$ cat src/hdl/video_pkg.sv
// Video side type definitions
// Pixel quad, frame dimension, sync bundle
// Converter FSM state encoding
`default_nettype none

package video_pkg;

  ////////////////////////////////////////////////////////////
  // Widths with a meaning
  ////////////////////////////////////////////////////////////

  // Pixels per line or lines per frame
  typedef logic [10:0] dim_t;

  // Four 8-bit pixels of a 2x2 quad
  // Byte 0 is pixel 00, then 01, 10, 11
  typedef logic [31:0] pixel_quad_t;

  ////////////////////////////////////////////////////////////
  // Sync bundle and FSM
  ////////////////////////////////////////////////////////////

  typedef struct packed {
    logic de;     // Active pixel
    logic valid;
    logic hsync;
    logic vsync;
  } sync_t;

  typedef enum logic [2:0] {
    idle,
    wait_stream,   // Armed, waiting for vsync and data
    start_stream,  // Re-arm between frames
    start_frame,   // Waiting for first active line
    in_line
  } conv_state_t;

endpackage

`default_nettype wire

$ cat src/hdl/stream_pkg.sv
// Stream side type definitions
// Beat struct and status counter width
`default_nettype none

package stream_pkg;

  // One stream beat as delivered by the DMA engine
  typedef struct packed {
    logic                   tvalid;
    video_pkg::pixel_quad_t tdata;
    logic [3:0]             tkeep;  // Byte enables, all ones for a full quad
    logic [3:0]             tdest;  // Routing tag, not decoded
    logic                   tlast;  // Last beat of a frame
  } stream_beat_t;

  // Status counters, wrap at 64
  typedef logic [5:0] count_t;

endpackage

`default_nettype wire

$ cat src/hdl/video_ctrl_regs.sv
// Control and status registers
// Frame size, stream enable, frame and drop counters
`timescale 1ns/100ps
`default_nettype none

module video_ctrl_regs (
  input  wire logic        out_clk,
  input  wire logic        rstn,
  input  wire logic        reg_wr,
  input  wire logic [1:0]  reg_addr,
  input  wire logic [15:0] reg_wdata,
  input  wire logic        frame_pulse,
  input  wire logic        drop_pulse,
  output logic [15:0]      reg_rdata,
  output video_pkg::dim_t  x_size,
  output video_pkg::dim_t  y_size,
  output logic             stream_en
);
  import stream_pkg::*;

  count_t frame_cnt;
  count_t drop_cnt;

  always_ff @(posedge out_clk or negedge rstn)
  begin
    if (!rstn)
    begin
      x_size    <= '0;
      y_size    <= '0;
      stream_en <= 1'b0;
      frame_cnt <= '0;
      drop_cnt  <= '0;
    end
    else
    begin
      if (reg_wr)
      begin
        case (reg_addr)
          2'd0:    x_size    <= reg_wdata[10:0];
          2'd1:    y_size    <= reg_wdata[10:0];
          2'd2:    stream_en <= reg_wdata[0];
          default: ;                            // Status is read only
        endcase
      end
      if (frame_pulse)
        frame_cnt <= frame_cnt + 1'b1;          // Wraps
      if (drop_pulse)
        drop_cnt <= drop_cnt + 1'b1;
    end
  end

  always_comb
  begin
    case (reg_addr)
      2'd0:    reg_rdata = {5'd0, x_size};
      2'd1:    reg_rdata = {5'd0, y_size};
      2'd2:    reg_rdata = {15'd0, stream_en};
      default: reg_rdata = {2'd0, drop_cnt, 2'd0, frame_cnt};
    endcase
  end

endmodule

`default_nettype wire

$ cat config.mk
export PLATFORM = sky130hd
export DESIGN_NAME = video_ctrl_regs
export DESIGN_NICKNAME = d
export VERILOG_FILES = /design/src/hdl/video_pkg.sv /design/src/hdl/stream_pkg.sv /design/src/hdl/video_ctrl_regs.sv
export SDC_FILE = /design/constraint.sdc
export NUM_CORES = 1
export LEC_CHECK = 0
export ABC_AREA = 1
export BUFFER_PORTS_ARGS = -buffer_cell sky130_fd_sc_hd__clkbuf_2
export CORE_MARGIN = 2
export CORE_UTILIZATION = 44
export DETAILED_ROUTE_END_ITERATION = 8
export PLACE_DENSITY_LB_ADDON = 0.25
export SLEW_MARGIN = 20
export SYNTH_ARGS = -nofsm -noshare
export SYNTH_HDL_FRONTEND = slang
export SYNTH_SLANG_ARGS = --single-unit
$ cat constraint.sdc
create_clock -name out_clk -period 0.9 [get_ports out_clk]
set_input_delay 0.18 -clock out_clk [delete_from_list [all_inputs] [get_ports out_clk]]
set_output_delay 0.18 -clock out_clk [all_outputs]
set_load 0.01 [all_outputs]
Yosys cells after proc, flatten, opt, wreduce, memory -nomap -nowiden

Index checks and enable logic that the tools add are counted.

Logic and storage cells: 14
Input bits: 23
Register bits: 35

Add/subtract/negate cells: 2
Muxes and demuxes: 1
Reduce and logical (&&, ||, !) cells: 4
Eq/ne operators: 2

Operator list:

| operator                                             | count |
|---|---|
| case mux 14 bit (3 select lines)                     | 1 |
| adder 6 x 1 -> 6 bit (second input constant)         | 2 |
| AND reduction 2 bit                                  | 3 |
| equality test 2 x 1 -> 1 bit (second input constant) | 1 |
| equality test 2 bit (second input constant)          | 1 |
| zero test 2 bit                                      | 1 |

Longest topological paths before layout

Gate-level depths: netlist (run 1).

Depth in word-level cells: 2
Depth in mapped cells: 6

Worst setup path before layout (run 1)

OpenSTA, ideal clock, no wires.

Kind: input to output
Start point: input reg_addr[1]
End point: output reg_rdata[10]
Required time: 0.720 ns
Setup slack: -0.072 ns
Buffers on the path: 2
Data arrival time: 0.792 ns
Cell stages on the path: 5
Cell sequence: buf_6 > nor2_2 > buf_2 > nand2_1 > o211ai_1

Cells in the longest elaborated chain, start to end: 2
Elaborated cells on any way between the ends: 4
Those cells by class: 2 x eq/ne; 1 x mux; 1 x reduce/logical

RTL lines:

| element                                           | line                  | RTL |
|---|---|---|
| start: declaration                                | video_ctrl_regs.sv:10 | `input wire logic [1:0] reg_addr,` |
| equality test 2 bit, or another cell as far along | video_ctrl_regs.sv:54 | `case (reg_addr)` |
| case mux 14 bit (3 select lines) (*)              | video_ctrl_regs.sv:54 |  |
| end: declaration                                  | video_ctrl_regs.sv:14 | `output logic [15:0] reg_rdata,` |

Every way passes the cells marked *; elsewhere a longest branch is shown, timed or not.

Worst setup path in the final report (run 1)

Start point: register y_size[8]
End point: output reg_rdata[8]

Cells in the longest elaborated chain, start to end: 1

RTL lines:

| element                          | line                  | RTL |
|---|---|---|
| start: declaration               | video_ctrl_regs.sv:16 | `output video_pkg::dim_t y_size,` |
| start signal: assignment         | video_ctrl_regs.sv:40 | `2'd1: y_size <= reg_wdata[10:0];` |
| case mux 14 bit (3 select lines) | video_ctrl_regs.sv:54 |  |

No other way between the ends.

==> summary.txt, run 1 <==
Drt
  – First drt pass iteration count: 5
  – Avg WL per Cell: 17.2 µm
  – Routed WL: 6360 µm
  – Number of nets with antenna violations after routing: 0
  – Drt drc: 0
  – Vias per inst: 5.20
  – Vias: 1925
  – Number of DRC markers in iteration 0: 130

Yosys
  – Yosys Warn Count: 0
  – Ys flop type: dfrtp_1
  – Post-synth EDFFs: 0
  – Most frequent cell after synthesis: nand2_1
  – Yosys cell types: 19
  – Area contributors post-synth: dfrtp_1 (51%), nand2_1 (16%), inv_1 (5.7%), o21ai_2 (5.1%), o21ai_0 (3.8%)
  – Yosys top cell area share: 0.511
  – Register area share after synthesis: 0.511
  – Area leader, netlist: dfrtp_1
  – Synthesized cell area: 0.00171 mm²
  – Post-synthesis register bit count: 35
  – Mapped Avg Cell Area: 8.28 µm²
  – Synth Instances: 207
  – Asr flop ratio synth: 1.00
  – Synth cell count leaders: nand2_1 (74), dfrtp_1 (35), inv_1 (26), o21ai_0 (13)

STA
  – RSZ-0062 raised after global routing: true
  – Fin. max-slew vios: 0
  – Tcrit/Tclk final: 1.47
  – Final min period: 1330 ps
  – Setup TNS: -10040 ps
  – Final Worst Setup Slack: -427 ps
  – # setup viols final: 60
  – Fin. Hold Viols: 0
  – Fmax: 0.754 GHz
  – Hold Slack: 132 ps
  – Clock skew: 5.75 ps

Critical path
  – WP data required: 720 ps
  – Worst reg2reg path depth: 7
  – Crit path buf inv count: 1
  – CP top delay family: flip-flops
  – Cell chain of the critical path: nand2_1 -> nand3_1 -> buf_2
  – Slowest cell on the critical path: dfrtp_1
  – CP Max Fanout: 3
  – Slowest stage delay, CP: 440 ps
  – Worst Setup End Kind: primary output
  – R2R setup slack: -220 ps
  – Crit Path Category: flip-flop to primary output
  – CP Data Arrival Time: 1150 ps
  – WP depth: 3
  – Crit path launch type: flip-flop
  – Worst r2r src: drop_cnt[1]
  – Crit path from: y_size[8]

Cells and area
  – Area growth, synth to finish: 78.2%
  – Nets: 346
  – Share of cells above drive strength 1: 0.540
  – Diodes inserted: 0

Die
  – Num ports: 62
  – Core footprint: 0.00372 mm²
  – Rows: 22
  – Die ar.: 0.00441 mm²
  – Die H: 66.4 µm
  – Initial Utilization: 0.461
  – Die width: 66.4 µm

Power
  – Int Pwr: 4.72 mW
  – Flop pwr share: 0.318
  – Clock network power share: 0.172
  – Total chip power: 7.39 mW
  – Switching power: 2.67 mW
  – Max VDD drop: 1.49 mV
  – Switch share: 0.361
  – Power share of the combinational group: 0.510
  – PD cells: 2420 mW/mm²
  – Leak Pwr: 1.60 nW

GRT
  – Initial antenna violation count: 0
  – Largest net degree at the start of global routing: 36
  – M3 GR Usage: 0.0647
  – Vias in the first global route: 1701
  – GR Util met1: 0.342
  – GR Util All Layers: 0.274
  – Gr ovfl total: 0
  – Most used routing layer: met2
  – GRT met2 Usage: 0.448
  – First-pass GRT wire length: 8640 µm

Hold path
  – Hold depth: 3
  – Worst min path class: input port to flip-flop
  – Hold Path Origin: reg_wdata[3]

Clocking
  – Clock sink total: 35
  – CTS tree: yes
  – Root buffer cell: clkbuf_8
  – Register clock-pin slew on the reported worst setup and hold paths: 70 ps
  – Clk_lat worst skew: 290 ps
  – H-tree depth: 2
  – Maximum root-to-sink buffer count: 2
  – TritonCTS buffer count: 5

Run status
  – Outcome: finished, violations left
  – Failing checks: setup timing

Placed design
  – Port bufs: 54
  – GP Congestion: 0.773
  – DP Wirelength: 2970 µm

Job
  – Max-Cap Viols: 0
-- repair_timing --
action,CTS,global route
endpoints found under the setup margin,46,64
gates resized for setup,59,81
hold buffers,1,0
hold endpoints to repair,35,0
setup buffers,21,13
gates cloned,2,0
pin swaps,23,17
-- power by group through the flow --
stage	combinational (mW)	clock, mW	sequential, mW
6_report	3.77	1.27	2.35
5_1_grt	4.04	1.37	2.38
4_1_cts	2.99	1.26	2.28
3_5_place_dp	1.93	0	2.35
3_3_place_gp	1.88	0	2.34
2_1_floorplan	0.913	0	2.40
-- worst min-delay path, cell delays in order --
cell and delay (ps):
clkbuf_2 80, inv_1 70, o21ai_2 60
-- layout make-up --
| cell class | count | area [µm²] |
|---|---|---|
| Clock buffer | 8 | 100 |
| Fill cell | 205 | 662 |
| Inverter | 27 | 104 |
| Multi-Input combinational cell | 137 | 855 |
| Sequential cell | 35 | 876 |
| Tap cell | 48 | 60.1 |
| Timing Repair Buffer | 115 | 1060 |
-- layer usage --
layer	vias to the layer above	part of all wire
met5	-	0
met4	0	0.040
met3	21	0.069
met2	109	0.51
met1	918	0.38
li1	877	-
-- through the flow --
stage,cells,util,area (µm²),worst slack [ps]
finish,370,0.822,3050,-427
CTS,363,0.761,2830,-358
floorplan,208,-,1760,-58.8
global placement,331,0.613,2280,-281
detailed placement,331,0.613,2280,-340
global route,370,0.822,3050,-468
-- final timing paths --
path,endpoint
min in group asynchronous,x_size[1]
worst min register to register,frame_cnt[5]
max in group asynchronous,drop_cnt[2]
worst min-delay path,y_size[3]
worst max register to register,drop_cnt[4]
worst max-delay path,reg_rdata[8]
-- cell usage in the layout, fill, tap and decap left out --
cell type	instances
buf_6	39
nand4_1	1
clkbuf_16	3
buf_16	1
nand2_4	8
o21ai_0	5
clkbuf_8	7
inv_4	1
buf_12	4
dfrtp_1	35
o21ai_2	15
clkbuf_2	25
conb_1	2
nand3_1	10
inv_2	8
buf_2	11
xor2_1	4
nand2_2	12
nor2_2	1
nor2_1	3
ha_4	2
nand2_1	54
clkbuf_1	1
o211ai_1	7
o21ai_1	7
nor2_4	5
buf_8	2
buf_4	29
inv_1	18
dlygate4sd3_1	1
nand2_8	1
-- state kept, by name (all words and copies together) (netlist names) --
name	flops
drop_cnt	6
frame_cnt	6
stream_en	1
x_size	11
y_size	11
-- cells by family after synthesis --
kind of cell / after synthesis / synth area share
DFF: 35 / 0.511
and+or+nand+nor: 95 / 0.221
adders and majority gates: 2 / 0.0146
xor gates and xnor gates: 4 / 0.0204
buffers and inverters: 36 / 0.0993
AOI/OAI and AO/OA: 34 / 0.131
other: 1 / 0.00219
No activity file was read; power rests on OpenSTA's default activity.
==> inputs of run 2 (changes only) <==
--- a/config.mk
+++ b/config.mk
@@ -12,5 +12,4 @@
 export DETAILED_ROUTE_END_ITERATION = 8
 export PLACE_DENSITY_LB_ADDON = 0.25
-export SLEW_MARGIN = 20
 export SYNTH_ARGS = -nofsm -noshare
 export SYNTH_HDL_FRONTEND = slang
==> constraint.sdc (replaced) <==
create_clock -name out_clk -period 0.9 [get_ports out_clk]
set_input_delay 0.045 -clock out_clk [delete_from_list [all_inputs] [get_ports out_clk]]
set_output_delay 0.045 -clock out_clk [all_outputs]
set_load 0.01 [all_outputs]
==> run 2 against run 1 <==
Count of clock-buffer cells in the layout is 1 lower. First-iteration DRC count is 40% lower. Critical path type is now flip-flop to flip-flop. Fmax is 18% higher. Largest cell class is now sequential cells. The run still ends with setup timing left. Largest power group unchanged. Clock skew is 0.80 ps lower. Design area is 13% lower. Highest routed layer unchanged. Via count is 9.9% lower. Power is 11% lower.
==> summary.txt, run 2 (same netlist as run 1, synthesis figures left out) <==
Run status
  – Outcome: finished, violations left (unchanged)
  – Failing checks: setup timing (unchanged)

Critical path
  – Crit path launch type: flip-flop (unchanged)
  – CP top delay family: flip-flops (unchanged)
  – WP data required: 1080 ps (was 720 ps)
  – R2R setup slack: -230 ps (was -220 ps)
  – Slowest stage delay, CP: 400 ps (was 440 ps)
  – Crit path buf inv count: 2 (was 1)
  – Worst reg2reg path depth: 5 (was 7)
  – Crit Path Category: flip-flop to flip-flop (was flip-flop to primary output)
  – Worst r2r src: frame_cnt[1] (was drop_cnt[1])
  – CP Max Fanout: 2 (was 3)
  – CP Data Arrival Time: 1310 ps (was 1150 ps)
  – Cell chain of the critical path: buf_4 -> ha_4 -> nand2_4 -> xor2_2 -> inv_1 (was nand2_1 -> nand3_1 -> buf_2)
  – Worst Setup End Kind: flip-flop (was primary output)
  – Slowest cell on the critical path: dfrtp_1 (unchanged)
  – FF-to-FF End: frame_cnt[2] (was drop_cnt[4])

STA
  – Tcrit/Tclk final: 1.25 (was 1.47)
  – Fmax: 0.886 GHz (was 0.754 GHz)
  – Clock skew: 4.95 ps (was 5.75 ps)
  – Setup TNS: -3310 ps (was -10040 ps)
  – Fin. Hold Viols: 0 (unchanged)
  – Fin. max-slew vios: 0 (unchanged)
  – Final min period: 1130 ps (was 1330 ps)
  – # setup viols final: 29 (was 60)
  – Hold Slack: 10.4 ps (was 132 ps)
  – RSZ-0062 raised after global routing: true (unchanged)
  – Final Worst Setup Slack: -228 ps (was -427 ps)

Hold path
  – Worst min path class: input port to flip-flop (unchanged)
  – Hold depth: 3 (unchanged)
  – Hold Path Origin: reg_wdata[10] (was reg_wdata[3])
  – Hold endpoint: y_size[10] (was y_size[3])

Die
  – Num ports: 62 (unchanged)
  – Rows: 22 (unchanged)
  – Die ar.: 0.00441 mm² (unchanged)
  – Die width: 66.4 µm (unchanged)
  – Die H: 66.4 µm (unchanged)
  – Initial Utilization: 0.461 (unchanged)
  – Core footprint: 0.00372 mm² (unchanged)

Power
  – Switching power: 2.33 mW (was 2.67 mW)
  – Clock network power share: 0.191 (was 0.172)
  – Switch share: 0.355 (was 0.361)
  – PD cells: 2470 mW/mm² (was 2420 mW/mm²)
  – Power share of the combinational group: 0.454 (was 0.510)
  – Flop pwr share: 0.354 (was 0.318)
  – Int Pwr: 4.23 mW (was 4.72 mW)
  – Leak Pwr: 1.43 nW (was 1.60 nW)
  – Max VDD drop: 1.29 mV (was 1.49 mV)

GRT
  – GR Util All Layers: 0.223 (was 0.274)
  – Gr ovfl total: 0 (unchanged)
  – Largest net degree at the start of global routing: 27 (was 36)
  – Initial antenna violation count: 0 (unchanged)
  – First-pass GRT wire length: 7120 µm (was 8640 µm)
  – Vias in the first global route: 1609 (was 1701)

Clocking
  – CTS tree: yes (unchanged)
  – H-tree depth: 2 (unchanged)
  – Register clock-pin slew on the reported worst setup and hold paths: 70 ps (about the same)
  – TritonCTS buffer count: 5 (unchanged)
  – Maximum root-to-sink buffer count: 2 (unchanged)
  – Clock sink total: 35 (unchanged)
  – Root buffer cell: clkbuf_8 (unchanged)
  – Clk_lat worst skew: 290 ps (about the same)

Drt
  – Number of nets with antenna violations after routing: 0 (unchanged)
  – Vias per inst: 4.80 (was 5.20)
  – Drt drc: 0 (unchanged)
  – Number of DRC markers in iteration 0: 78 (was 130)
  – Routed WL: 4660 µm (was 6360 µm)
  – Vias: 1734 (was 1925)
  – Avg WL per Cell: 12.9 µm (was 17.2 µm)
  – First drt pass iteration count: 4 (was 5)

Placed design
  – Port bufs: 54 (unchanged)
  – DP Wirelength: 3030 µm (was 2970 µm)
  – GP Congestion: 0.846 (was 0.773)
  – Placed insts: 317 (was 331)

Cells and area
  – Fin cells: 361 (was 370)
  – Area growth, synth to finish: 55.3% (was 78.2%)
  – Top Registers: x_size (11), y_size (11) (unchanged)
  – Fillers: 307 (was 205)
  – Diodes inserted: 0 (unchanged)
  – Utilization after layout: 0.716 (was 0.822)
  – Nets: 337 (was 346)
  – Commonest non-fill, non-tap cell in the layout: nand2_1 (unchanged)
  – Most frequent cells in the layout: nand2_1 (69), clkbuf_2 (44), buf_4 (36), dfrtp_1 (35), inv_1 (17) (was nand2_1 (54), buf_6 (39), dfrtp_1 (35), buf_4 (29), clkbuf_2 (25))
  – Share of cells above drive strength 1: 0.466 (was 0.540)

Job
  – Max-Cap Viols: 0 (unchanged)
## run 2: cell count changes in the layout (fill, tap and decap cells not counted), moves of 5 or more
cell	before	now
buf_4	29	36
buf_6	39	4
clkbuf_2	25	44
dlygate4sd3_1	1	9
nand2_1	54	69
nand2_2	12	4
nand2_4	8	2
o21ai_2	15	10
## run 2: how the worst max path moves through the flow
stage | start | endpoint | cells past startpoint
final | frame_cnt[1] | frame_cnt[2] | 5
after detailed placement | frame_cnt[0] | frame_cnt[4] | 6
after CTS | frame_cnt[3] | reg_rdata[3] | 3
after floorplan | frame_cnt[0] | frame_cnt[2] | 4
after global placement | reg_addr[0] | reg_rdata[3] | 7
after global routing | frame_cnt[0] | reg_rdata[0] | 4
## run 2: routing by layer
| metal | share of wire | wire, µm | track usage | vias to the layer above |
|---|---|---|---|---|
| li1 | - | - | - | 851 |
| met1 | 0.43 | 2020 | 0.271 | 816 |
| met2 | 0.49 | 2290 | 0.356 | 56 |
| met3 | 0.051 | 239 | 0.0664 | 11 |
| met4 | 0.025 | 115 | 0.112 | 0 |
| met5 | 0 | 0 | 0 | - |
## run 2: timing repair
| item | 4_1_cts | 5_1_grt |
|---|---|---|
| pin swaps | 21 | 5 |
| hold buffers | 9 | 0 |
| endpoints found under the setup margin | 22 | 36 |
| hold endpoints to repair | 43 | 0 |
| setup buffers | 19 | 8 |
| gates resized for setup | 18 | 31 |
## run 2: worst register-to-register path, delay by kind of cell, from the launching register on
kind          cells  cell delay [ps]
xor+xnor          1              160
fa+ha+maj         1              160
buf+inv           2              220
flops             1              400
simple gates      1               80
## run 2: final cells by class
cell class              count  area [µm²]  share of cell area
well taps                  48        60.1              0.0226
repair buffers            106         736               0.276
inverters                  27         101              0.0381
clock buffers               7        96.3              0.0362
clock inverters             1        7.51             0.00282
multi-input cells         137         785               0.295
flip-flops and latches     35         876               0.329
## run 2: power by group through the flow
| stage | Sequential (mW) | Clock (mW) | Combinational, mW |
|---|---|---|---|
| floorplan | 2.40 | 0 | 0.900 |
| global placement | 2.35 | 0 | 1.65 |
| detailed placement | 2.37 | 0 | 1.71 |
| CTS | 2.31 | 1.29 | 2.49 |
| global route | 2.37 | 1.37 | 3.28 |
| finish | 2.33 | 1.26 | 2.98 |
## run 2: stage by stage
step / total power, mW / setup WS, ps / area, µm²
6_report: 6.57 / -228 / 2660
5_1_grt: 7.02 / -276 / 2660
4_1_cts: 6.09 / -219 / 2520
3_5_place_dp: 4.08 / -129 / 2140
3_3_place_gp: 4.01 / -57.7 / 2140
2_1_floorplan: 3.30 / -58.8 / 1730
