File: src/hdl/video_pkg.sv
// Video side type definitions
// Pixel quad, frame dimension, sync bundle
// Converter FSM state encoding
`default_nettype none

package video_pkg;

  ////////////////////////////////////////////////////////////
  // Widths with a meaning
  ////////////////////////////////////////////////////////////

  // Pixels per line or lines per frame
  typedef logic [10:0] dim_t;

  // Four 8-bit pixels of a 2x2 quad
  // Byte 0 is pixel 00, then 01, 10, 11
  typedef logic [31:0] pixel_quad_t;

  ////////////////////////////////////////////////////////////
  // Sync bundle and FSM
  ////////////////////////////////////////////////////////////

  typedef struct packed {
    logic de;     // Active pixel
    logic valid;
    logic hsync;
    logic vsync;
  } sync_t;

  typedef enum logic [2:0] {
    idle,
    wait_stream,   // Armed, waiting for vsync and data
    start_stream,  // Re-arm between frames
    start_frame,   // Waiting for first active line
    in_line
  } conv_state_t;

endpackage

`default_nettype wire

File: src/hdl/video_timing_gen.sv
// Raster timing generator
// Column and line counters with blanking
// Registered de, valid, hsync and vsync
`timescale 1ns/100ps
`default_nettype none

module video_timing_gen #(
  parameter int h_blank  = 280,
  parameter int hs_width = 44,
  parameter int v_blank  = 45
) (
  input  wire logic            out_clk,
  input  wire logic            rstn,
  input  wire video_pkg::dim_t x_size,
  input  wire video_pkg::dim_t y_size,
  output video_pkg::sync_t     raster
);
  import video_pkg::*;

  // One bit wider than dim_t to hold the blanked totals
  logic [11:0] col;
  logic [11:0] row;
  logic [11:0] h_total;
  logic [11:0] v_total;
  logic [11:0] hs_end;
  logic        line_end;
  logic        frame_end;
  logic        active;

  dim_t x_lat;  // Frame size held for the whole frame
  dim_t y_lat;

  assign h_total   = {1'b0, x_lat} + 12'(h_blank);
  assign v_total   = {1'b0, y_lat} + 12'(v_blank);
  assign hs_end    = {1'b0, x_lat} + 12'(hs_width);
  assign line_end  = (col == h_total - 1'b1);
  assign frame_end = line_end && (row == v_total - 1'b1);
  assign active    = (col < {1'b0, x_lat}) && (row < {1'b0, y_lat});

  ////////////////////////////////////////////////////////////
  // Counters
  ////////////////////////////////////////////////////////////

  always_ff @(posedge out_clk or negedge rstn)
  begin
    if (!rstn)
    begin
      col   <= '0;
      row   <= '0;
      x_lat <= '0;
      y_lat <= '0;
    end
    else
    begin
      col <= line_end ? 12'd0 : col + 1'b1;
      if (frame_end)
      begin
        row   <= '0;
        x_lat <= x_size;  // New size from next frame on
        y_lat <= y_size;
      end
      else if (line_end)
        row <= row + 1'b1;
    end
  end

  ////////////////////////////////////////////////////////////
  // Sync levels
  ////////////////////////////////////////////////////////////

  always_ff @(posedge out_clk or negedge rstn)
  begin
    if (!rstn)
      raster <= '0;
    else
    begin
      raster.de    <= active;
      raster.valid <= active;
      raster.hsync <= (col >= {1'b0, x_lat}) && (col < hs_end);
      raster.vsync <= (row == {1'b0, y_lat});  // First blank line
    end
  end

endmodule

`default_nettype wire

File: config.mk
export PLATFORM = sky130hd
export DESIGN_NAME = video_timing_gen
export DESIGN_NICKNAME = d
export VERILOG_FILES = /design/src/hdl/video_pkg.sv /design/src/hdl/video_timing_gen.sv
export SDC_FILE = /design/constraint.sdc
export NUM_CORES = 1
export LEC_CHECK = 0
export BUFFER_PORTS_ARGS = -buffer_cell sky130_fd_sc_hd__buf_2
export CAP_MARGIN = 10
export CELL_PAD_IN_SITES_DETAIL_PLACEMENT = 1
export CELL_PAD_IN_SITES_GLOBAL_PLACEMENT = 1
export CORE_MARGIN = 2
export CORE_UTILIZATION = 45
export CTS_CLUSTER_SIZE = 30
export DETAILED_ROUTE_END_ITERATION = 10
export PLACE_DENSITY = 0.87
export SETUP_SLACK_MARGIN = 0.15
export SLEW_MARGIN = 20
export SYNTH_ARGS = -nofsm -noshare
export SYNTH_HDL_FRONTEND = slang
export SYNTH_SLANG_ARGS = --single-unit
File: constraint.sdc
create_clock -name out_clk -period 3.3 [get_ports out_clk]
set_input_delay 0.165 -clock out_clk [delete_from_list [all_inputs] [get_ports out_clk]]
set_output_delay 0.165 -clock out_clk [all_outputs]
set_load 0.02 [all_outputs]
==> Yosys cells after proc, flatten, opt, wreduce, memory -nomap -nowiden <==
Cells that the tools add are included.
{ "word_totals": {"reg_bits": 49, "output_inout_bits": 4} }
{ "classes": {"n_reduce_logical": 4, "n_lt_le_gt_ge": 4, "n_addsub": 7, "eq_ne": 3, "mux": 3} }
{ "op_table": {"columns": ["operator", "n"], "rows": [
  ["two-way mux 12 bit", 3],
  ["adder 11 x 6 -> 12 bit, second input constant", 2],
  ["adder 12 x 1 -> 12 bit, second input constant", 2],
  ["equality test 12 bit", 2],
  ["less-than comparator 12 x 11 -> 1 bit", 2],
  ["subtractor 12 x 1 -> 12 bit, second input constant", 2],
  ["adder 11 x 9 -> 12 bit, second input constant", 1],
  ["equality test 12 x 11 -> 1 bit", 1],
  ["greater-or-equal comparator 12 x 11 -> 1 bit", 1],
  ["less-than comparator 12 bit", 1],
  ["logical AND 1 bit", 3],
  ["nonzero test 2 bit", 1]
]} }

==> Logic depth before layout (Yosys ltp) <==
Gate-level depths: netlist (run 1).
{ "logic_depth": {"depth_word": 5, "ltp_mapped": 11} }

==> Worst setup path after synthesis (run 1) <==
No wires, ideal clock.
{ "synth_path": {"path_kind": "register -> register", "from": "reg x_lat[0]", "to": "reg x_lat[0]", "arrival_time_ps": 2613, "stages_incl_launch_ff": 11, "path_slack_ps": 562, "required_ps": 3175, "synth_period_minus_slack_ps": 2738, "cell_sequence": "dfrtp_1 > inv_1 > ha_1 > nand2b_1 > a21oi_1 > xnor2_1 > or4b_1 > nor4_4 > nand3_2 > buf_6 > mux2_4"} }
{ "synth_between": {"elab_chain_cells": 4} }
{ "synth_rtl": {"columns": ["element", "line_no", "text"], "rows": [
  ["from (decl)", "video_timing_gen.sv:30", "dim_t x_lat;"],
  ["from (signal assigned)", "video_timing_gen.sv:59", "x_lat <= x_size;"],
  ["adder 11 x 9 -> 12 bit", "video_timing_gen.sv:33", "assign h_total = {1'b0, x_lat} + 12'(h_blank);"],
  ["subtractor 12 x 1 -> 12 bit", "video_timing_gen.sv:36", "assign line_end = (col == h_total - 1'b1);"],
  ["equality test 12 bit", "video_timing_gen.sv:36", null],
  ["logical AND 1 bit", "video_timing_gen.sv:37", "assign frame_end = line_end && (row == v_total - 1'b1);"]
]} }
No other way between the ends.
A chain may end at the register's enable or synchronous reset.

==> Worst setup path in the final report (run 1) <==
{ "layout_path": {"from": "reg x_lat[0]", "to": "reg col[8]"} }
{ "layout_between": {"elab_chain_cells": 4} }
{ "layout_rtl": {"columns": ["element", "line_no", "text"], "rows": [
  ["adder 11 x 9 -> 12 bit", "video_timing_gen.sv:33", null],
  ["subtractor 12 x 1 -> 12 bit", "video_timing_gen.sv:36", null],
  ["equality test 12 bit", "video_timing_gen.sv:36", null],
  ["two-way mux 12 bit", "video_timing_gen.sv:55", "col <= line_end ? 12'd0 : col + 1'b1;"],
  ["to (signal assigned)", "video_timing_gen.sv:55", null],
  ["to (decl)", "video_timing_gen.sv:21", "logic [11:0] col;"]
]} }
No other way between the ends.

==> results of run 1 <==
-- sequential cells by signal, summed over array words and instances (netlist names) --
| signal | cells |
|---|---|
| col | 12 |
| raster | 3 |
| row | 12 |
| x_lat | 11 |
| y_lat | 11 |
-- layer usage --
metal | wire (um) | vias to the layer above | GRT usage, %
met4 | 203 | 0 | 7.619
met5 | 0 | - | 0
li1 | - | 1434 | -
met3 | 195 | 17 | 3.054
met1 | 3962 | 1501 | 25.56
met2 | 5317 | 38 | 43.47
-- final timing paths --
| check | endpoint | cells past startpoint | slack (ns) |
|---|---|---|---|
| max | col[8] | 11 | 0.35 |
| min | y_lat[10] | 2 | 0.07 |
| max reg2reg | col[8] | 11 | 0.35 |
| min reg2reg | y_lat[1] | 1 | 0.52 |
| max in group asynchronous | row[4] | 2 | 2.47 |
| min in group asynchronous | x_lat[6] | 2 | 0.39 |
-- final cells by class --
cell class,instances,area (um2)
Multi-Input combinational cell,291,2392
Sequential cell,49,1226
Clock inverter,3,26.28
Clock buffer,5,68.82
Tap cell,105,131.4
Timing Repair Buffer,39,234.0
Fill cell,957,3988
Inverter,29,108.9
-- layout by cell type (no fill, tap or decap), drive strengths merged, types with 2 or more instances in the layout --
cell type	netlist	final
a21o	8	8
a2111oi	2	2
xnor2	25	25
a21oi	10	10
o2bb2ai	8	8
and3	12	12
o21ai	11	11
nand4b	2	2
nand3	14	14
buf	9	38
o31ai	3	3
o21a	4	4
o211ai	12	12
nor4	4	4
xor2	15	15
mux2i	3	3
a32o	2	2
a211oi	4	4
clkinvlp	0	2
ha	39	39
mux2	23	23
nor2b	6	6
or4b	2	2
inv	29	30
dfrtp	49	49
clkbuf	2	5
o21bai	2	2
nand2b	14	14
and4	2	2
nor2	22	22
nand2	12	12
nor3	7	7
and2	3	3
nor3b	3	3
or4	2	2
nand4	8	8
-- metrics by stage --
stage	cells	utilization, %	worst slack [ns]	hold WS [ns]	power, mW
5_1_grt	521	51.22	0.1519	0.05952	1.782
3_5_place_dp	512	49.76	0.2569	0.4000	1.283
4_1_cts	520	50.92	0.1834	0.05700	1.686
6_report	521	51.22	0.3480	0.06646	1.678
2_1_floorplan	380	-	0.5619	-0.1306	1.110
3_3_place_gp	512	49.76	0.4376	0.3955	1.245
-- power by group through the flow --
| stage | registers, mW | clock network [mW] | logic, mW |
|---|---|---|---|
| 2_1_floorplan | 0.737 | 0 | 0.373 |
| 3_3_place_gp | 0.764 | 0 | 0.481 |
| 3_5_place_dp | 0.764 | 0 | 0.519 |
| 4_1_cts | 0.754 | 0.406 | 0.526 |
| 5_1_grt | 0.766 | 0.428 | 0.588 |
| 6_report | 0.756 | 0.398 | 0.524 |
-- Yosys cell counts, types with 3 or more instances --
cell type and count:
a211oi_1 4, nor4_1 3, xor2_1 15, buf_2 5, nor2_1 21, xnor2_1 25, nand2_1 12, mux2_2 3
a21o_1 8, inv_1 29, o2bb2ai_1 8, nand2b_1 14, nor3_1 7, nand3_1 13, o21a_1 4, nand4_1 8
o21ai_0 10, ha_1 39, o211ai_1 12, dfrtp_1 49, a21oi_1 10, o31ai_1 3, nor3b_1 3, mux2_4 20
and3_1 12, nor2b_1 6, mux2i_1 3
-- what timing repair did --
item,4_1_cts,5_1_grt
hold buffers,0,1
hold endpoints to repair,0,49
buffers inserted,0,0
resized for setup,0,4
setup endpoints to repair,0,26
-- cells by family after synthesis --
family,share of synthesized area [%]
adder cells (fa/ha/maj),12.88
buffers and inverters,4.722
AO/OA/AOI/OAI,13.57
multiplexers,9.610
XOR/XNOR,9.247
flip-flops,32.36
AND/OR/NAND/NOR,17.60
-- worst register-to-register path: cells and delay by family, from the launching register on --
family	cells	cell delay [ns]
simple gates	5	1.37
buf+inv	3	0.49
flops	1	0.43
fa+ha+maj	1	0.22
compound gates	1	0.20
xor+xnor	1	0.13
==> results.md, run 1 <==
- After synthesis the cells add up to 3789 um2.
- Yosys attributes the largest share of cell area to dfrtp_1 32%, ha_1 13%, mux2_4 7.9%, xnor2_1 5.8%, xor2_1 3.5%.
- 28 I/O pins were placed.
- The number of max-capacitance violations reported is 0.
- The number of antenna diodes is 0.
- The clock drives 49 sinks.
- The first routing iteration left 74 violations.
- Averaged over all synthesized cells, the footprint is 9.970 um2.
- The launch point of the worst hold path is y_size[10].
- The cell type group with the largest total delay on the critical path is simple AND/OR/NAND/NOR gates.
- The final net count is 478.
- The relative area change from synthesis to final layout is 10.54%.
- The total number of yosys warnings is 0.
- Per report_power, the clock group accounts for 23.7% of the total.
- Between clock sinks in the finished design, the worst skew comes to 0.009489 ns.
- For this run, the top clock speed supported by timing is 0.3388 GHz.
- Of all nets on the critical path, the largest fanout is 13.
- The synthesized design spends more area on one cell type than any other, namely dfrtp_1.
- For this run, the detailed router's first-pass iteration total came to 4.
- The fraction of final layout cells sized beyond drive strength 1 is 18.51%.
- The share of power burned in registers is 45.1%.
- The number of global-route vias before repair is 3,277.
- After routing the design area is 4188 um2.
- The number of endpoints with negative hold slack in the final report is 0.
- The critical path contains buffers and inverters numbering 3 combined.
- The data arrival time of the critical path is 3.16 ns.
- In the routed design, unresolved DRC markers number 0.
- The power per standard cell area is 400.8 nW/um2.
- The data required time at the worst endpoint is 3.51 ns.
- The average detailed-routed wire length per instance is 18.58 um.
- The detail route stage leaves a number of antenna-violating nets equal to 0.
- The clock transition at the registers of the reported paths is 0.10 ns.
- The average vias per placed instance is 5.739.
- The final setup TNS is 0 ns.
- After global routing the overflow that remains totals 0.
- The standard cell with the maximum stage delay on the critical path is or4b_1.
- The clock tree root driver cell is clkbuf_8.
- In this run the deepest clock path goes through 2 buffers.
- The instance count of the mapped netlist is 380.
- The height of the die is 95.76 um.
- The worst register-to-register path begins at x_lat[0].
- The number of max-slew violations in the final report is 0.
- The clock latency of the later-clocked register in the worst-skew pair is 0.32 ns.
- Setup repair after global routing left no endpoint under its margin.
- The beginning of the critical path is x_lat[0].
- The proportion of synthesized flip-flops having asynchronous set or reset is 100.0%.
- The die is 95.76 um wide.
- The floorplan row count is 33.
- TritonCTS built the clock tree.
- The sequential-to-total area share from yosys stat is 32.36%.
- The H-tree level count is 2.
- The half-perimeter wire length of the detailed placement result is 7491 um.
- In this run the tool buffered the top-level ports with 27 buffer cells.
- Walking the worst path, the cells encountered are inv_1 -> ha_1 -> nand2b_1 -> a21oi_2 -> xnor2_1 -> or4b_1 -> nor4_4 -> buf_6 -> and2_1 -> buf_4 -> nor2_1.
- The internal power is 1.061 mW.
- The net switching fraction of the power is 36.80%.
- The largest stage delay on the critical path is 0.51 ns.
- After detailed routing, the total wire length is 9679 um.
- The run finished with clean final reports.
- IR analysis of the VDD net gives a maximum drop of 0.1738 mV.
- The first global-routing pass estimated 15,890 um of wire.
- Synthesis inferred 49 register bits.
- The placed instances occupy a cell area of 4068 um2.
- The largest net degree at the start of global routing is 50.
- The total net switching power is 0.6176 mW.
- At the end of routability-driven placement, the weighted congestion stood at 0.8785.
- In this run the biggest area consumer among cell types represents 32.36% of the synthesized area.
- The startpoint class of the critical path is a flop.
- The analysis attributes to cell leakage a power of 2.047 nW.
- Across every metal layer, demand over resource in global routing totals 22.67%.
- The count of flip-flops with a built-in enable after synthesis is 0.
- The number of clock buffers added by TritonCTS is 5.
- The endpoint type of the worst setup path is a flop.
- Summing over every cut layer, the via total after detailed routing is 2,990.
- Per report_power, the combinational group accounts for 31.2% of the total.
- The area of the core is 8175 um2.
- The slew at the pin closest to its max-slew limit is 0.7460 ns.
- The initial core utilization is 46.34%.
- The final critical-path share of the clock period is 89.45%.
- The minimum clock period after layout is 2.952 ns.
- The floorplan step defined a die boundary enclosing 9169 um2.
- The most used flip-flop cell after synthesis is dfrtp_1.
- In this run the tightest slew margin relative to its limit is 49.84%.
- The path type of the worst setup path is flop to flop.
- The worst hold path belongs to the class primary input to flop.
- The synthesized netlist net count is 443.
- The number of antenna violations at the first check in global routing is 0.
- The number of different library cells in the post-synthesis netlist is 52.
- Setup violations remaining at the end of the flow were counted as 0.
No activity file was read; power rests on OpenSTA's default activity.
==> run 2: changes to the inputs <==
Settings changed: ABC_AREA set to 1, CORE_ASPECT_RATIO set to 1.1, CORE_MARGIN 2 to 10, PLACE_DENSITY 0.87 to 0.91.
==> run 2 against run 1 <==
Compared with the run above: clock power increased by 6.8%; highest routed layer unchanged; utilization decreased by 1.4 points; critical endpoint is now raster[1]; die area increased by 48%; total power decreased by 37%; sequential share of layout area decreased by 1.9 points.
==> results.md, run 2 <==
- Setup repair after global routing left no endpoint under its margin.
- The final net count is 655 (+37%).
- The final-report setup violation count is 0 (unchanged).
- The synthesized netlist net count is 632 (+43%).
- The clock tree from TritonCTS is built.
- The cell type contributing the most total cell area after synthesis is dfrtp_1.
- Traced cell by cell, the critical path runs through inv_2 -> ha_1 -> o21ai_0 -> nand3_1 -> or2_2 -> xor2_1 -> ha_1 -> inv_1 -> nor3_1 -> nand4_1 -> nor2_1 -> a211oi_1 -> nand2_1 -> inv_1.
- The number of global-route vias before repair came to 4,139 (+26%).
- The largest stage delay on the critical path is 0.52 ns (about the same).
- The smallest hold slack came to 0.08633 ns (+0.01987 ns).
- In the final layout, the registers with the most flip-flops are col: 12 flops, row: 12 flops.
- The number of antenna violations at the first check in global routing is 0 (unchanged).
- The routability congestion estimate from global placement is 0.8502 (-3.2%).
- The clock latency of the later-clocked register in the worst-skew pair is 0.31 ns (about the same).
- The average vias per placed instance came to 5.336 (-7.0%).
- The horizontal extent of the die is 112.1 um (+17%).
- The setup clock skew after layout was 0.01122 ns (+0.001731 ns).
- The count of flip-flops with a built-in enable after synthesis is 0 (unchanged).
- The instance count of the mapped netlist was 569 (+50%).
- The total of flip-flops plus latches after synthesis was 49 (unchanged).
- The worst hold path belongs to the class primary input to flop.
- The slew at the pin closest to its max-slew limit is 0.5671 ns (-0.1789 ns).
- The remaining global-route overflow came to 0 (unchanged).
- The final setup TNS was 0 ns (unchanged).
- The clock transition at the registers of the reported paths is 0.09 ns (about the same).
- The area of the core is 8964 um2 (+9.6%).
- The average detailed-routed wire length per instance is 15.61 um (-16%).
- The post-route standard cell area excluding fillers is 4471 um2 (+6.8%).
- The data arrival time of the critical path came to 3.02 ns (-0.14 ns).
- The largest net degree at the start of global routing is 26 (-48%).
- The H-tree level count is 2 (unchanged).
- The half-perimeter wire length of the detailed placement result is 8942 um (+19%).
- The minimum clock period after layout is 2.805 ns (-0.1474 ns).
- The height of the die is 121.3 um (+27%).
- The total routing usage reported by global routing is 16.59% (-6.1 points).
- The maximum VDD drop is 0.1613 mV (-7.2%).
- The sequential-to-total area share from yosys stat came to 29.22% (-3.1 points).
- The leading cell type by number of instances after synthesis is nand2_1.
- The post-detailed-route DRC marker count is 0 (unchanged).
- The post-cts gate resize count was 0 (unchanged).
- The die area is 13,590 um2 (+48%).
- The worst path setup slack after routing is 0.4954 ns (+0.1474 ns).
- The number of top-level pins came to 28 (unchanged).
- The cell type group with the largest total delay on the critical path is simple AND/OR/NAND/NOR gates.
- The first-pass GRT wire length is 19,120 um (+20%).
- The top cell types in the final layout, fill and taps aside, are 176 x nand2_1, 59 x inv_1, 49 x dfrtp_1.
- The endpoint type of the worst setup path is a flop.
- The leakage power of the design was 2.499 nW (+22%).
- The number of antenna diodes is 0 (unchanged).
- The total number of yosys warnings is 0 (unchanged).
- The per-instance average area after synthesis was 7.375 um2 (-26%).
- The path type of the worst setup path is flop to flop.
- The total length of routed wires came to 11,020 um (+14%).
- The worst slew margin relative to its limit is 62.20% (+12 points).
- The remaining antenna violation count after routing came to 0 (unchanged).
- The number of buffer and inverter instances along the worst setup path is 3 (unchanged).
- The number of max-slew violations in the final report is 0 (unchanged).
- The standard cell with the maximum stage delay on the critical path is dfrtp_1.
- The combined area of the multi-input logic cells is 2556 um2 (+6.9%).
- The number of fill cells in the layout came to 1,198 (+25%).
- The post-synthesis instance area is 4197 um2 (+11%).
- The floorplan row count was 36 (+9.1%).
- The CTS sink count is 49 (unchanged).
- The power per standard cell area is 235.6 nW/um2 (-41%).
- The proportion of synthesized flip-flops having asynchronous set or reset came to 100.0% (unchanged).
- The most frequent standard cell in the layout excluding fill and tap cells is nand2_1.
- The maximum buffer depth of the clock tree came to 2 (unchanged).
- The number of endpoints with negative hold slack in the final report came to 0 (unchanged).
- The total vias in the final route is 3,767 (+26%).
- For this run, the leading register cell type out of synthesis is dfrtp_1.
- The number of max-capacitance violations reported was 0 (unchanged).
- The area of placed instances is 4357 um2 (+7.1%).
- The initial core utilization is 46.82% (+0.48 points).
- The number of different library cells in the post-synthesis netlist is 35 (-33%).
- The final critical-path share of the clock period is 84.99% (-4.5 points).
- The footprint of the flip-flops and latches is 1226 um2 (unchanged).
- The startpoint class of the critical path is a flop.
- The number of iterations in the first detailed-routing pass is 4 (unchanged).
- Sorting the synthesized cells by how often they occur yields 176 x nand2_1, 59 x inv_1, 49 x dfrtp_1.
- The maximum fanout count along the critical path came to 7 (-6).
- Clock tree synthesis selected as its root buffer the cell clkbuf_8.
- The run finished with clean final reports.
- The port buffer count is 27 (unchanged).
- The achievable clock frequency is 0.3566 GHz (+5.3%).
- The top-area cell type share of the netlist area is 29.22% (-3.1 points).
- The post-placement worst setup slack was 0.5068 ns (+0.2499 ns).
- The relative area change from synthesis to final layout is 6.530%.
- The total CTS buffers is 5 (unchanged).
- The data required time at the worst endpoint was 3.51 ns (about the same).
- The DRC violation total after the first TritonRoute iteration is 117 (+58%).
- The power consumption is 1.053 mW (-37%).
- The fraction of final layout cells sized beyond drive strength 1 came to 16.55% (-2.0 points).
- Ranked by total cell area, the synthesized netlist is headed by dfrtp_1 29%, nand2_1 16%, ha_1 12%, nand3_2 7.4%, inv_1 5.3%.
-- run 2: changes by cell type after synthesis, sizes merged, moves of 11 or more --
cell	delta
nand2	+171
nand3	+56
inv	+40
nor2	+24
mux2	-23
xnor2	-18
nand2b	-14
and3	-11
o211ai	-11
-- run 2: report_power, final --
| group | internal, mW | switching (mW) |
|---|---|---|
| combinational | 0.0112 | 0.0172 |
| clock | 0.221 | 0.204 |
| sequential | 0.600 | 0 |
-- run 2: final cells by class --
class                      instances  area share [%]
clock buffer                       5           1.539
clock inverter                     2          0.7837
inverter                          69           5.793
timing repair buffer              33           4.086
multi-input combinational        434           57.18
tap                              114           3.191
sequential                        49           27.43
-- run 2: stage by stage --
stage	utilization, %	instances
5_1_grt	49.87	706
4_1_cts	49.87	706
3_5_place_dp	48.60	698
3_3_place_gp	48.60	698
6_report	49.87	706
2_1_floorplan	-	569
-- run 2: worst min-delay path, cell delays in order --
cell     delay (ns)
buf_2          0.08
nand3_2        0.06
nand2_1        0.06
-- run 2: path summary, 6_finish.rpt --
path,from,endpoint,slack [ns],cells after the start
worst max-delay path,x_lat[2],raster[1],0.50,14
worst min-delay path,y_size[1],y_lat[1],0.09,3
min in group asynchronous,rstn,raster[1],0.37,2
worst max register to register,x_lat[2],raster[1],0.50,14
worst min register to register,y_lat[1],y_lat[1],0.48,2
max in group asynchronous,rstn,col[4],2.17,3
-- run 2: kinds of logic (layout without fill, tap and decap cells) --
family	Yosys count	after routing	synth area share, %
simple gates	326	326	37.78
fa+ha+maj	39	39	11.63
buf+inv	86	109	9.869
compound gates	39	39	5.248
xor+xnor	30	30	6.261
flops	49	49	29.22
-- run 2: repair_timing --
action	4_1_cts	5_1_grt
hold buffers	1	0
buffers inserted	0	0
endpoints found under the hold margin	24	0
-- run 2: metal layers --
metal	up-vias	global-route usage, %	part of all wire, %
met3	20	2.522	2.5
met1	1831	19.36	46
li1	1865	-	-
met2	51	30.36	50
met5	-	0	0
met4	0	5.238	2.1
==> run 3: changes to the inputs <==
Settings changed: ABC_AREA 1 to 0, CORE_UTILIZATION 45 to 43, PLACE_DENSITY 0.91 to 0.87.
Clock period 3.3 ns to 2.3 ns, I/O delays scaled along.
==> run 3 against run 2 <==
Compared with the run above: the run now ends with setup timing left; critical path type unchanged; design area rose by 15%; utilization rose by 11 points; worst setup slack got worse by 0.98 ns; clock power rose by 30%; via count fell by 6.7%; combinational power rose to 40 times the previous value; largest cell class unchanged; fmax rose by 0.85%.
==> results.md, run 3 (synthesized netlist as in run 1, its figures left out) <==
- The flow ran to the end, but the final reports show violations.
- The final reports fail on setup timing.
- The clock transition at the registers of the reported paths is 0.11 ns (+0.02 ns).
- The leakage power of the design is 2.480 nW (-0.77%).
- The path class of the tightest hold or removal check is primary input to flop.
- The number of buffer and inverter instances along the worst setup path is 2 (-1).
- The number of top-level pins is 28 (unchanged).
- The slew at the pin closest to its max-slew limit is 0.7571 ns (+0.1901 ns).
- The number of fill cells in the layout was 958 (-20%).
- The final critical-path share of the clock period came to 120.9% (+36 points).
- The total length of routed wires is 14,110 um (+28%).
- The number of antenna diodes came to 0 (unchanged).
- The part of the total power dissipated in the clock network was 20.4% (-20 points).
- The worst path setup slack after routing is -0.4809 ns (-0.9763 ns).
- The path type of the worst setup path is flop to flop.
- The die area came to 12,970 um2 (-4.6%).
- The startpoint class of the critical path is a flop.
- The signal on the critical path passes through inv_2 -> ha_4 -> nand2b_4 -> a21oi_4 -> xnor2_1 -> or4b_4 -> nor4_4 -> nand3_4 -> buf_12 -> mux2_4.
- The largest registers in the layout are col: 12 flops, row: 12 flops.
- The height of the die was 118.4 um (-2.3%).
- The CTS sink count is 49 (unchanged).
- The cell family contributing the most delay on the critical path is simple AND/OR/NAND/NOR gates.
- The net switching fraction of the power is 37.51% (+16 points).
- The data required time at the worst endpoint is 2.50 ns (-1.01 ns).
- The worst slew margin relative to its limit is 49.52% (-13 points).
- The final net count is 552 (-16%).
- The footprint of the flip-flops and latches is 1231 um2 (+0.41%).
- The share of power burned in registers is 37.8% (-19 points).
- The average detailed-routed wire length per instance is 23.47 um (+50%).
- The path depth of the worst reg2reg path was 10 (-4).
- The library cell used most frequently in the layout, excluding fill and tap cells, is buf_4.
- The clock tree from TritonCTS is built.
- The remaining antenna violation count after routing is 0 (unchanged).
- The number of max-slew violations in the final report is 0 (unchanged).
- In the layout the commonest cells are 69 x buf_4, 45 x dfrtp_1, 33 x ha_1, 27 x buf_2, 26 x inv_1.
- The total vias in the final route is 3,515 (-6.7%).
- The total CTS buffers is 5 (unchanged).
- The floorplan row count is 35 (-2.8%).
- The number of iterations in the first detailed-routing pass is 4 (unchanged).
- Setup repair after global routing could not meet its margin everywhere.
- The horizontal extent of the die is 109.5 um (-2.3%).
- The area of the core was 8496 um2 (-5.2%).
- The final-report setup violation count is 48 (+48).
- The combinational share of power is 41.8% (+39 points).
- The worst setup path is captured at a flop.
- The post-detailed-route DRC marker count was 0 (unchanged).
- The data arrival time of the critical path is 2.98 ns (-0.04 ns).
- The maximum VDD drop was 0.2590 mV (+61%).
- The power consumption came to 2.701 mW (+160%).
- The number of global-route vias before repair is 4,010 (-3.1%).
- The final standard cell utilization of the core is 60.69% (+11 points).
- The maximum fanout count along the critical path is 7 (unchanged).
- The minimum clock period after layout is 2.781 ns (-0.02368 ns).
- The largest net degree at the start of global routing is 29 (+12%).
- The number of stages on the worst hold path is 2 (-1).
- The DRC violation total after the first TritonRoute iteration is 158 (+35%).
- The half-perimeter wire length of the detailed placement result is 9459 um (+5.8%).
- The power per standard cell area was 523.8 nW/um2 (+120%).
- The remaining global-route overflow is 0 (unchanged).
- The combined area of the multi-input logic cells was 2703 um2 (+5.7%).
- The maximum buffer depth of the clock tree is 2 (unchanged).
- The port buffer count was 27 (unchanged).
- The clock latency of the later-clocked register in the worst-skew pair is 0.32 ns (about the same).
- The first-pass GRT wire length is 21,420 um (+12%).
- The minimum setup slack among reg-to-reg paths is -0.48 ns (-0.98 ns).
- The setup clock skew after layout is 0.01439 ns (+0.003174 ns).
- The initial core utilization is 44.59% (-2.2 points).
- The H-tree level count is 2 (unchanged).
- The average vias per placed instance is 5.849 (+9.6%).
- The internal power is 1.688 mW (+100%).
- The largest stage delay on the critical path came to 0.52 ns (about the same).
- The cell count after placement is 576 (-17%).
- The fraction of final layout cells sized beyond drive strength 1 is 39.39% (+23 points).
- The achievable clock frequency came to 0.3596 GHz (+0.85%).
- The total routing usage reported by global routing was 20.87% (+4.3 points).
- The standard cell with the maximum stage delay on the critical path is or4b_4.
- Relative to the synthesized area, the layout overhead comes to 36.10%.
- The number of endpoints with negative hold slack in the final report came to 0 (unchanged).
- The routability congestion estimate from global placement came to 0.9096 (+7.0%).
- The final cell count without fillers is 601 (-15%).
- The number of stages on the worst setup path is 10 (-4).
- The total net switching power is 1.013 mW (+360%).
- The number of max-capacitance violations reported came to 0 (unchanged).
- The number of antenna violations at the first check in global routing is 0 (unchanged).
- The clock tree root driver cell is clkbuf_8.
[run 3: changes by cell type in the layout (fill, tap and decap cells not counted), moves of 12 or more]
cell / change
xnor2_1: +17
inv_1: -33
nand3_1: -27
mux2_4: +20
a21oi_1: -12
nand2b_1: +13
nand3_2: -31
nor2_1: -19
nand2_1: -167
buf_4: +64
[run 3: path summary, 6_finish.rpt]
check                            to  startpoint
setup reg to reg           y_lat[3]    x_lat[0]
setup / recovery           y_lat[3]    x_lat[0]
min in group asynchronous    col[5]        rstn
max in group asynchronous    row[9]        rstn
hold / removal             x_lat[9]   x_size[9]
hold reg to reg            y_lat[1]    y_lat[1]
[run 3: power groups by stage]
stage / Combinational, mW / Sequential [mW] / Clock [mW]
2_1_floorplan: 0.549 / 1.06 / 0
4_1_cts: 1.04 / 1.01 / 0.555
6_report: 1.13 / 1.02 / 0.551
5_1_grt: 1.24 / 1.03 / 0.583
3_5_place_dp: 0.950 / 1.02 / 0
3_3_place_gp: 0.882 / 1.02 / 0
[run 3: metal layers]
metal / vias up / routed length [um] / track usage, %
li1: 1585 / - / -
met1: 1778 / 5234 / 22.18
met2: 99 / 7677 / 38.34
met3: 53 / 422 / 3.315
met4: 0 / 771 / 9.853
met5: - / 0 / 0
[run 3: timing repair]
action / 4_1_cts / 5_1_grt
setup endpoints to repair: 48 / 48
cloned: 1 / 0
gates resized for setup: 53 / 23
setup buffers: 9 / 6
hold endpoints to repair: 27 / 0
hold buffers: 1 / 0
pin swaps: 22 / 18
[run 3: layout make-up]
class                      count  share of cell area (%)
tap                          111                   2.694
clock buffer                   6                   1.407
multi-input combinational    291                   52.41
timing repair buffer         113                   17.16
inverter                      29                   2.160
sequential                    49                   23.88
clock inverter                 2                  0.2912
[run 3: through the flow]
step	setup TNS (ns)	hold slack, ns	setup slack [ns]	instance area [um2]
floorplan	-8.737	-0.1806	-0.3163	3847
global placement	-11.85	0.1943	-0.3092	4572
detailed placement	-21.56	0.2156	-0.5075	4572
CTS	-19.06	0.02033	-0.4473	4985
global route	-24.96	0.02434	-0.5707	5156
finish	-20.35	0.02243	-0.4809	5156
